## src/irq_params.svh

```systemverilog
// Width and count macros for the interrupt subsystem
// Included by the package and by any module that sizes a loop

`ifndef IRQ_PARAMS_SVH
`define IRQ_PARAMS_SVH

// Number of level-triggered interrupt lines
`define IRQ_NUM 32

// Bits needed to name one line
`define IRQ_ID_W 5

`endif

```

## src/irq_pkg.sv

```systemverilog
// Shared types for the interrupt subsystem
// Modules import this package and take their widths from it

`default_nettype none

`include "irq_params.svh"

package irq_pkg;

  ////////////////////////////////////////////////////////////
  // Vector types
  ////////////////////////////////////////////////////////////

  // One bit per interrupt line, also used for the mask
  typedef logic [`IRQ_NUM-1:0] irq_vec_t;

  // Interrupt number
  typedef logic [`IRQ_ID_W-1:0] irq_id_t;

  // Controller FSM
  typedef enum logic [1:0] {
    IDLE,
    IRQ_PENDING,
    IRQ_DONE
  } int_ctrl_state_e;

  ////////////////////////////////////////////////////////////
  // Structs between blocks
  ////////////////////////////////////////////////////////////

  // Arbiter winner, combinational
  typedef struct packed {
    logic    valid;
    irq_id_t id;
  } irq_claim_t;

  // Pending request towards the core side
  typedef struct packed {
    logic    req;
    irq_id_t id;
  } irq_req_t;

  // One-cycle trap strobe with its cause
  typedef struct packed {
    logic    valid;
    irq_id_t id;
  } trap_t;

endpackage

`default_nettype wire

```

## src/irq_arbiter.sv

```systemverilog
// Mask register and fixed-priority pick over the interrupt lines
// Lowest-numbered unmasked active line wins, no clock cycle spent

`timescale 1ns/1ns
`default_nettype none

`include "irq_params.svh"

module irq_arbiter (
  input  logic                clk,
  input  logic                rst_n,
  // Raw level-triggered lines
  input  irq_pkg::irq_vec_t   irq_i,
  // Mask write port, a set bit enables the line
  input  logic                mask_we_i,
  input  irq_pkg::irq_vec_t   mask_i,
  // Winner towards the controller
  output irq_pkg::irq_claim_t claim_o
);

  import irq_pkg::*;

  irq_vec_t mask_q;
  irq_vec_t live;
  irq_id_t  win_id;

  ////////////////////////////////////////////////////////////
  // Mask register
  ////////////////////////////////////////////////////////////

  // All lines masked out of reset
  always_ff @(posedge clk or negedge rst_n) begin
    if (!rst_n) begin
      mask_q <= '0;
    end else if (mask_we_i) begin
      mask_q <= mask_i;
    end
  end

  // Lines that survive the mask
  assign live = irq_i & mask_q;

  ////////////////////////////////////////////////////////////
  // Priority pick
  ////////////////////////////////////////////////////////////

  // Walk from the top down so the lowest index is written last
  always_comb begin
    win_id = '0;
    for (int i = `IRQ_NUM - 1; i >= 0; i--) begin
      if (live[i]) begin
        win_id = irq_id_t'(i);
      end
    end
  end

  // Any survivor makes a valid claim
  assign claim_o.valid = |live;
  assign claim_o.id    = win_id;

  ////////////////////////////////////////////////////////////
  // Checks
  ////////////////////////////////////////////////////////////

  // Winner must be a line the mask lets through
  a_claim_unmasked : assert property (
    @(posedge clk) disable iff (!rst_n)
    claim_o.valid |-> mask_q[claim_o.id]
  ) else $error("claim on masked line %0d", claim_o.id);

endmodule

`default_nettype wire

```

## src/int_controller.sv

```systemverilog
// Interrupt controller FSM between the arbiter and the core side
// Captures a claim while enabled, holds it until acked or killed

`timescale 1ns/1ns
`default_nettype none

module int_controller (
  input  logic                clk,
  input  logic                rst_n,
  // Winner from the arbiter
  input  irq_pkg::irq_claim_t claim_i,
  // Global machine interrupt enable
  input  logic                mie_i,
  // Core-side strobes
  input  logic                ack_i,
  input  logic                kill_i,
  // Pending request towards the core side
  output irq_pkg::irq_req_t   req_o
);

  import irq_pkg::*;

  int_ctrl_state_e state_q, state_d;
  irq_id_t         id_q, id_d;

  ////////////////////////////////////////////////////////////
  // State and captured id
  ////////////////////////////////////////////////////////////

  always_ff @(posedge clk or negedge rst_n) begin
    if (!rst_n) begin
      state_q <= IDLE;
      id_q    <= '0;
    end else begin
      state_q <= state_d;
      id_q    <= id_d;
    end
  end

  always_comb begin
    state_d = state_q;
    id_d    = id_q;
    case (state_q)
      // Take a claim only when enabled
      IDLE: begin
        if (claim_i.valid && mie_i) begin
          state_d = IRQ_PENDING;
          id_d    = claim_i.id;
        end
      end
      // Id frozen, wait for the core side
      IRQ_PENDING: begin
        if (ack_i) begin
          state_d = IRQ_DONE;
        end else if (kill_i) begin
          state_d = IDLE;
        end
      end
      // One dead cycle after the trap is taken
      IRQ_DONE: state_d = IDLE;
      default:  state_d = IDLE;
    endcase
  end

  assign req_o.req = (state_q == IRQ_PENDING);
  assign req_o.id  = id_q;

  ////////////////////////////////////////////////////////////
  // Checks
  ////////////////////////////////////////////////////////////

  // Waiting request keeps its id, so stall never swaps the winner
  a_id_stable : assert property (
    @(posedge clk) disable iff (!rst_n)
    (req_o.req && !ack_i && !kill_i) |=> (req_o.req && $stable(req_o.id))
  ) else $error("pending id changed while waiting");

  // Core side never accepts and drops at once
  a_ack_kill_excl : assert property (
    @(posedge clk) disable iff (!rst_n)
    !(ack_i && kill_i)
  ) else $error("ack and kill high together");

endmodule

`default_nettype wire

```

## src/trap_sequencer.sv

```systemverilog
// Core-side trap entry model for machine-mode interrupts
// Owns mie and mpie, answers the controller, and strobes the trap

`timescale 1ns/1ns
`default_nettype none

module trap_sequencer (
  input  logic              clk,
  input  logic              rst_n,
  // Pending request from the controller
  input  irq_pkg::irq_req_t req_i,
  // Pipeline conditions
  input  logic              stall_i,
  input  logic              flush_i,
  input  logic              mret_i,
  // CSR write of the enable bit
  input  logic              csr_mie_we_i,
  input  logic              csr_mie_i,
  // Strobes back to the controller
  output logic              ack_o,
  output logic              kill_o,
  // Global enable
  output logic              mie_o,
  // Trap strobe and cause
  output irq_pkg::trap_t    trap_o
);

  import irq_pkg::*;

  logic  mie_q;
  logic  mpie_q;
  trap_t trap_q;

  ////////////////////////////////////////////////////////////
  // Accept or drop
  ////////////////////////////////////////////////////////////

  // Flush drops the request, stall only holds it
  assign ack_o  = req_i.req && !flush_i && !stall_i;
  assign kill_o = req_i.req && flush_i;

  ////////////////////////////////////////////////////////////
  // Enable and saved enable
  ////////////////////////////////////////////////////////////

  // CSR write first, then mret, then trap entry
  always_ff @(posedge clk or negedge rst_n) begin
    if (!rst_n) begin
      mie_q  <= 1'b0;
      mpie_q <= 1'b0;
    end else if (csr_mie_we_i) begin
      mie_q <= csr_mie_i;
    end else if (mret_i) begin
      mie_q <= mpie_q;
    end else if (ack_o) begin
      // Save and close on entry
      mpie_q <= mie_q;
      mie_q  <= 1'b0;
    end
  end

  assign mie_o = mie_q;

  ////////////////////////////////////////////////////////////
  // Trap strobe
  ////////////////////////////////////////////////////////////

  // Valid only for the cycle after the ack
  always_ff @(posedge clk or negedge rst_n) begin
    if (!rst_n) begin
      trap_q <= '0;
    end else begin
      trap_q.valid <= ack_o;
      trap_q.id    <= req_i.id;
    end
  end

  assign trap_o = trap_q;

  ////////////////////////////////////////////////////////////
  // Checks
  ////////////////////////////////////////////////////////////

  // Trap runs with interrupts closed
  a_trap_mie_low : assert property (
    @(posedge clk) disable iff (!rst_n)
    trap_o.valid |-> !mie_o
  ) else $error("trap taken with mie still set");

endmodule

`default_nettype wire

```

## src/irq_subsys_top.sv

```systemverilog
// Top of the interrupt subsystem
// Arbiter feeds the controller, the trap sequencer answers it

`timescale 1ns/1ns
`default_nettype none

module irq_subsys_top (
  input  logic              clk,
  input  logic              rst_n,
  // Interrupt lines and mask write
  input  irq_pkg::irq_vec_t irq_i,
  input  logic              mask_we_i,
  input  irq_pkg::irq_vec_t mask_i,
  // Pipeline conditions
  input  logic              stall_i,
  input  logic              flush_i,
  input  logic              mret_i,
  // CSR enable write
  input  logic              csr_mie_we_i,
  input  logic              csr_mie_i,
  // Trap strobe and enable state
  output irq_pkg::trap_t    trap_o,
  output logic              mie_o
);

  import irq_pkg::*;

  irq_claim_t claim;
  irq_req_t   req;
  logic       ack;
  logic       kill;

  // Line selection and mask
  irq_arbiter u_arbiter (
    .clk       (clk),
    .rst_n     (rst_n),
    .irq_i     (irq_i),
    .mask_we_i (mask_we_i),
    .mask_i    (mask_i),
    .claim_o   (claim)
  );

  // Pending request FSM, enable read back from the sequencer
  int_controller u_int_ctrl (
    .clk     (clk),
    .rst_n   (rst_n),
    .claim_i (claim),
    .mie_i   (mie_o),
    .ack_i   (ack),
    .kill_i  (kill),
    .req_o   (req)
  );

  // Core-side trap entry
  trap_sequencer u_trap_seq (
    .clk          (clk),
    .rst_n        (rst_n),
    .req_i        (req),
    .stall_i      (stall_i),
    .flush_i      (flush_i),
    .mret_i       (mret_i),
    .csr_mie_we_i (csr_mie_we_i),
    .csr_mie_i    (csr_mie_i),
    .ack_o        (ack),
    .kill_o       (kill),
    .mie_o        (mie_o),
    .trap_o       (trap_o)
  );

endmodule

`default_nettype wire

```

## config.mk

```make
export PLATFORM = sky130hd
export DESIGN_NAME = irq_subsys_top
export DESIGN_NICKNAME = d
export VERILOG_FILES = /design/src/irq_pkg.sv /design/src/irq_arbiter.sv /design/src/int_controller.sv /design/src/trap_sequencer.sv /design/src/irq_subsys_top.sv
export VERILOG_INCLUDE_DIRS = /design/src /design/src/src
export SDC_FILE = /design/constraint.sdc
export NUM_CORES = 1
export LEC_CHECK = 0
export ABC_AREA = 1
export BUFFER_PORTS_ARGS = -buffer_cell sky130_fd_sc_hd__buf_2
export CAP_MARGIN = 25
export CORE_ASPECT_RATIO = 0.9
export CORE_MARGIN = 10
export CORE_UTILIZATION = 31
export CTS_CLUSTER_SIZE = 25
export DETAILED_ROUTE_END_ITERATION = 6
export PLACE_DENSITY = 0.63
export SYNTH_ARGS = -nofsm -noshare
export SYNTH_HDL_FRONTEND = slang
export SYNTH_SLANG_ARGS = --single-unit
export TNS_END_PERCENT = 5
```

## constraint.sdc

```tcl
create_clock -name clk -period 2.6 [get_ports clk]
set_input_delay 0.26 -clock clk [delete_from_list [all_inputs] [get_ports clk]]
set_output_delay 0.26 -clock clk [all_outputs]
set_load 0.02 [all_outputs]
```

==> results.json, run 1 <==
{
  "fmax_mhz": 475,
  "grt_setup_unrepaired": "yes",
  "htreeDepth": 2,
  "antenna_found_initial": 0,
  "dr.pass1.iters": 4,
  "setup-tns-final_ps": 0,
  "root_buffer": "clkbuf_8",
  "syn_inst": 224,
  "crit_slowest_cell": "dfrtp_1",
  "ys_warn_count": 0,
  "hold_start": "stall_i",
  "cts.path.max_buffers": 2,
  "routed.top_layer": "met4",
  "syn_area_mm2": 0.00216,
  "die_x_um": 108,
  "layout-drive-gt1-share_pct": 43.0,
  "cp_slowest_stage_delay_ps": 400,
  "ys_ff_latch": 47,
  "synth_top_area_cell": "dfrtp_1",
  "holdCritPathClass": "input port to flip-flop",
  "die_h_um": 99.3,
  "clk_pin_slew_worst_paths_ps": 90,
  "nets": 378,
  "synth_edf_count": 0,
  "setup_viol": 0,
  "grt_usage_pct": 10.5,
  "period_minus_slack_ps": 2100,
  "final_antenna_net_count": 0,
  "hold_violations": 0,
  "numCtsBuffers": 5,
  "grt_pass1_vias": 1972,
  "synthTopCellsByCount": "85 x nand2_1, 47 x dfrtp_1, 32 x mux2_2, 26 x nor2_1, 9 x nand2_2",
  "synth.distinct_cells": 18,
  "drc": 0,
  "fp.dieArea_mm2": 0.0107,
  "core_area_mm2": 0.00669,
  "hold_path_depth": 2,
  "arrival_ps": 2300,
  "worst_setup_path_end_kind": "flip-flop",
  "fin_worst_skew_ps": 4.71,
  "start_util_pct": 32.3,
  "worst_pin_slew_ps": 741,
  "routed-via-count": 1741,
  "power_density_mw_per_mm2": 650,
  "ir_worst_vdd_mv": 0.273,
  "rrSetupSlack_ps": 500,
  "dp_hpwl_mm": 4.37,
  "insertion_delay_ps": 300,
  "async_flop_share_pct": 100,
  "grt-ovfl-total": 0,
  "reg2reg_depth": 34,
  "syn_avg_cell_area_um2": 9.66,
  "synth_nets": 296,
  "grt_max_degree": 33,
  "wl_per_cell_um": 13.5,
  "viasPerCell": 4.39,
  "syn2layout_area_growth_pct": 28.5,
  "worstSetupPathType": "flip-flop to flip-flop",
  "dr_wl_met3_um": 442,
  "grt_first_pass_wirelength_mm": 9.09,
  "fin_area_mm2": 0.00278,
  "p_leak_nw": 1.45,
  "rr_startpoint": "u_arbiter.mask_q[31]",
  "reg2reg_to": "u_int_ctrl.id_q[0]",
  "drv_slew": 0,
  "ios": 79,
  "finalCritPeriodShare_pct": 80.9,
  "routed_wl_mm": 5.37,
  "m1WireLength_mm": 2.43,
  "synth.most_common_cell": "nand2_1",
  "met2WireLength_mm": 2.45,
  "antenna_cells": 0,
  "portBuffers": 78,
  "cts.sinks": 47,
  "post_dp_cell_area_mm2": 0.00265,
  "gp_congestion": 0.694,
  "min_to": "u_int_ctrl.state_q[1]",
  "timing.slew.headroom_pct": 50.6,
  "status": "complete, no violations",
  "cts_tree": "yes",
  "synth.top_cell.area_share_pct": 54.4,
  "crit_top_cell": "nand2_1",
  "required_ps": 2800,
  "netlist_top_cells_area": "dfrtp_1 54%, mux2_2 17%, nand2_1 15%",
  "yosysSeqAreaShare_pct": 54.4,
  "startpoint_type": "flip-flop",
  "rows": 28,
  "critPathMaxFanout": 2,
  "drt-initial-drc-count": 48,
  "ys.flop_type": "dfrtp_1",
  "maxCapViolations": 0
}
## through the flow
stage / instances / power [mW] / setup WS (ps) / utilization (%) / hold WS, ps
after floorplan: 224 / 1.14 / 702 / - / -35.6
after global placement: 388 / 1.28 / 504 / 39.7 / 245
after detailed placement: 388 / 1.29 / 488 / 39.7 / 256
after CTS: 397 / 1.84 / 464 / 41.5 / 132
after global routing: 397 / 1.93 / -45.1 / 41.5 / 128
final: 397 / 1.81 / 496 / 41.5 / 138
## area by class of cell
class,count,area (µm²)
Clock buffer,5,68.8
Clock inverter,3,43.8
Fill cell,691,3910
Inverter,3,11.3
Multi-Input combinational cell,169,958
Sequential cell,47,1180
Tap cell,90,113
Timing Repair Buffer,80,408
## power breakdown
group	switching (mW)	internal, mW
Sequential	0.0521	0.840
Clock	0.251	0.286
Combinational	0.207	0.169
## cells in the final DEF (no fill, tap or decap), types with 3 or more instances in the layout
cell type	Yosys	layout
nand2_1	85	84
a21oi_1	3	3
nand2_2	9	10
dfrtp_1	47	47
nor2_1	26	26
buf_2	1	78
o31ai_1	3	3
clkbuf_8	0	5
mux2_2	32	32
## worst max path at each step
stage,start,end,slack (ps),cells after the start
floorplan,u_arbiter.mask_q[31],u_int_ctrl.id_q[0],700,34
global placement,u_arbiter.mask_q[31],u_int_ctrl.id_q[0],500,34
global route,u_arbiter.mask_q[31],u_int_ctrl.id_q[0],-50,34
detailed placement,u_arbiter.mask_q[31],u_int_ctrl.id_q[0],490,34
CTS,u_arbiter.mask_q[31],u_int_ctrl.id_q[0],460,34
finish,u_arbiter.mask_q[31],u_int_ctrl.id_q[0],500,34
## flip-flops by register name (all words and copies together) (netlist names)
register,cells
u_arbiter.mask_q,32
u_trap_seq.trap_o,6
u_int_ctrl.state_q,2
u_trap_seq.mie_o,1
u_int_ctrl.id_q,5
u_trap_seq.mpie_q,1
## what timing repair did
action / 4_1_cts / 5_1_grt
hold endpoints to repair: 20 / 0
setup buffers: 0 / 0
hold buffers: 1 / 0
setup endpoints to repair: 0 / 1
resized for setup: 0 / 2
## logic make-up after synthesis
kind of cell,count (synthesis),synth area share [%]
and+or+nand+nor,123,23.3
DFF,47,54.4
muxes,32,16.7
buffers and inverters,8,1.45
AOI/OAI and AO/OA,14,4.28
## worst max-delay path, delay by kind of cell (launching register included)
family,cells,cell delay [ps]
buffers and inverters,1,30
and+or+nand+nor,33,1560
DFF,1,400
## per-layer routing
layer	track usage, %	vias to the layer above
met5	0	-
met4	2.77	0
met3	4.52	4
met2	16.3	49
met1	12.9	798
li1	-	890
Power figures use the tool's default switching activity.
==> inputs of run 2 (changes only) <==
--- a/config.mk
+++ b/config.mk
@@ -14,7 +14,7 @@
 export CORE_UTILIZATION = 31
 export CTS_CLUSTER_SIZE = 25
 export DETAILED_ROUTE_END_ITERATION = 6
-export PLACE_DENSITY = 0.63
+export PLACE_DENSITY = 0.65
 export SYNTH_ARGS = -nofsm -noshare
 export SYNTH_HDL_FRONTEND = slang
 export SYNTH_SLANG_ARGS = --single-unit
==> constraint.sdc (replaced) <==
create_clock -name clk -period 1.7 [get_ports clk]
set_input_delay 0.17 -clock clk [delete_from_list [all_inputs] [get_ports clk]]
set_output_delay 0.17 -clock clk [all_outputs]
set_load 0.02 [all_outputs]
==> results.json, run 2 (same netlist as run 1, synthesis figures left out) <==
{
  "final_common_cell": "nand2_1",
  "hold_start": "stall_i",
  "stdcell_count": 412,
  "worst_setup_path_end_kind": "flip-flop",
  "most-common-layout-cells": "84 x nand2_1, 78 x buf_2, 47 x dfrtp_1, 32 x mux2_2, 24 x nor2_1",
  "cts.sinks": 47,
  "crit_top_cell": "nand2_1",
  "start_util_pct": 32.3,
  "hold_ws_ps": 41.9,
  "critPathMaxFanout": 2,
  "largest_reg_flops": 32,
  "grt_setup_unrepaired": "yes",
  "numCtsBuffers": 5,
  "status": "complete, but fails checks",
  "rows": 28,
  "fmax_mhz": 467,
  "grt-ovfl-total": 0,
  "timing.slew.headroom_pct": 61.5,
  "period_minus_slack_ps": 2140,
  "portBuffers": 78,
  "root_buffer": "clkbuf_8",
  "final_antenna_net_count": 0,
  "dr.pass1.iters": 6,
  "place_worst_setup_slack_ps": -436,
  "maxCapViolations": 0,
  "multiInputGateArea_um2": 976,
  "ir_worst_vdd_mv": 0.602,
  "gp_congestion": 0.688,
  "hold_violations": 0,
  "cp_num_buf_inv": 1,
  "p_seq_share_pct": 48.2,
  "layout-drive-gt1-share_pct": 46.3,
  "p_leak_nw": 1.54,
  "cp-startpoint": "u_arbiter.mask_q[31]",
  "arrival_ps": 2350,
  "dp_hpwl_mm": 4.39,
  "drv_slew": 0,
  "routed-via-count": 1796,
  "fp.dieArea_mm2": 0.0107,
  "holdCritPathClass": "input port to flip-flop",
  "clk_pin_slew_worst_paths_ps": 90,
  "regMostFlops": "u_arbiter.mask_q",
  "fin_worst_skew_ps": 7.16,
  "htreeDepth": 2,
  "p_sw_share_pct": 28.3,
  "grt_max_degree": 33,
  "worstSetupPathType": "flip-flop to flip-flop",
  "drt-initial-drc-count": 54,
  "finalCritPeriodShare_pct": 126,
  "syn2layout_area_growth_pct": 35.2,
  "pwr-share-comb_pct": 22.7,
  "antenna_found_initial": 0,
  "startpoint_type": "flip-flop",
  "dp.cells": 402,
  "routed_wl_mm": 5.36,
  "fillCellCount": 670,
  "worst_pin_slew_ps": 577,
  "rrSetupSlack_ps": -440,
  "rr_startpoint": "u_arbiter.mask_q[31]",
  "crit_slowest_cell": "dfrtp_1",
  "regArea_mm2": 0.00118,
  "power_density_mw_per_mm2": 967,
  "power.switching_mw": 0.801,
  "core_area_mm2": 0.00669,
  "antenna_cells": 0,
  "die_h_um": 99.3,
  "critical-path-top-delay-family": "simple AND/OR/NAND/NOR gates",
  "setup_ws_ps": -442,
  "grt_pass1_vias": 1929,
  "grt_usage_pct": 10.2,
  "required_ps": 1910,
  "intPower_mw": 2.03,
  "cts_tree": "yes",
  "viasPerCell": 4.36,
  "wl_per_cell_um": 13.0,
  "p_clk_share_pct": 29.2,
  "drc": 0,
  "cp_slowest_stage_delay_ps": 390,
  "die_x_um": 108,
  "cts.path.max_buffers": 2,
  "insertion_delay_ps": 300,
  "ios": 79,
  "grt_first_pass_wirelength_mm": 8.83,
  "setup_viol": 2,
  "violations": "setup timing",
  "nets": 393
}
run 2: timing repair:
item,in CTS,in global routing
resized for setup,2,4
pin swaps,0,2
setup endpoints to repair,3,6
endpoints found under the hold margin,23,0
hold buffers,1,0
setup buffers,0,1
run 2: metal layers:
metal  up-vias  routed length, µm  track usage (%)
met3         6                424             4.13
met4         0                 59             3.49
met2        49               2410             15.8
met5         -                  0                0
li1        929                  -                -
met1       812               2460             12.4
run 2: cell type report:
cell class / count / area share (%)
Clock buffer: 5 / 2.35
Clock inverter: 3 / 1.50
Inverter: 3 / 0.385
Multi-Input combinational cell: 169 / 33.4
Sequential cell: 47 / 40.2
Tap cell: 90 / 3.85
Timing Repair Buffer: 95 / 18.3
run 2: path summary, 6_finish.rpt:
kind,endpoint,depth (start not counted)
worst max register to register,u_int_ctrl.id_q[0],34
worst max-delay path,u_int_ctrl.id_q[0],34
worst min register to register,u_trap_seq.trap_o[1],0
min in group asynchronous,u_arbiter.mask_q[28],2
worst min-delay path,u_int_ctrl.state_q[1],2
max in group asynchronous,u_trap_seq.trap_o[4],3
run 2: through the flow:
step	area [µm²]	utilization, %	total power [mW]	TNS [ps]
floorplan	2160	-	1.75	-198
global placement	2770	41.4	2.01	-400
detailed placement	2770	41.4	2.03	-514
CTS	2900	43.4	2.87	-544
global route	2930	43.7	3.02	-1170
finish	2930	43.7	2.83	-513
run 2: power by group through the flow:
stage / clock [mW] / combinational, mW / sequential, mW
3_3_place_gp: 0 / 0.626 / 1.38
3_5_place_dp: 0 / 0.638 / 1.39
6_report: 0.825 / 0.641 / 1.36
4_1_cts: 0.858 / 0.644 / 1.37
5_1_grt: 0.897 / 0.731 / 1.39
2_1_floorplan: 0 / 0.321 / 1.42
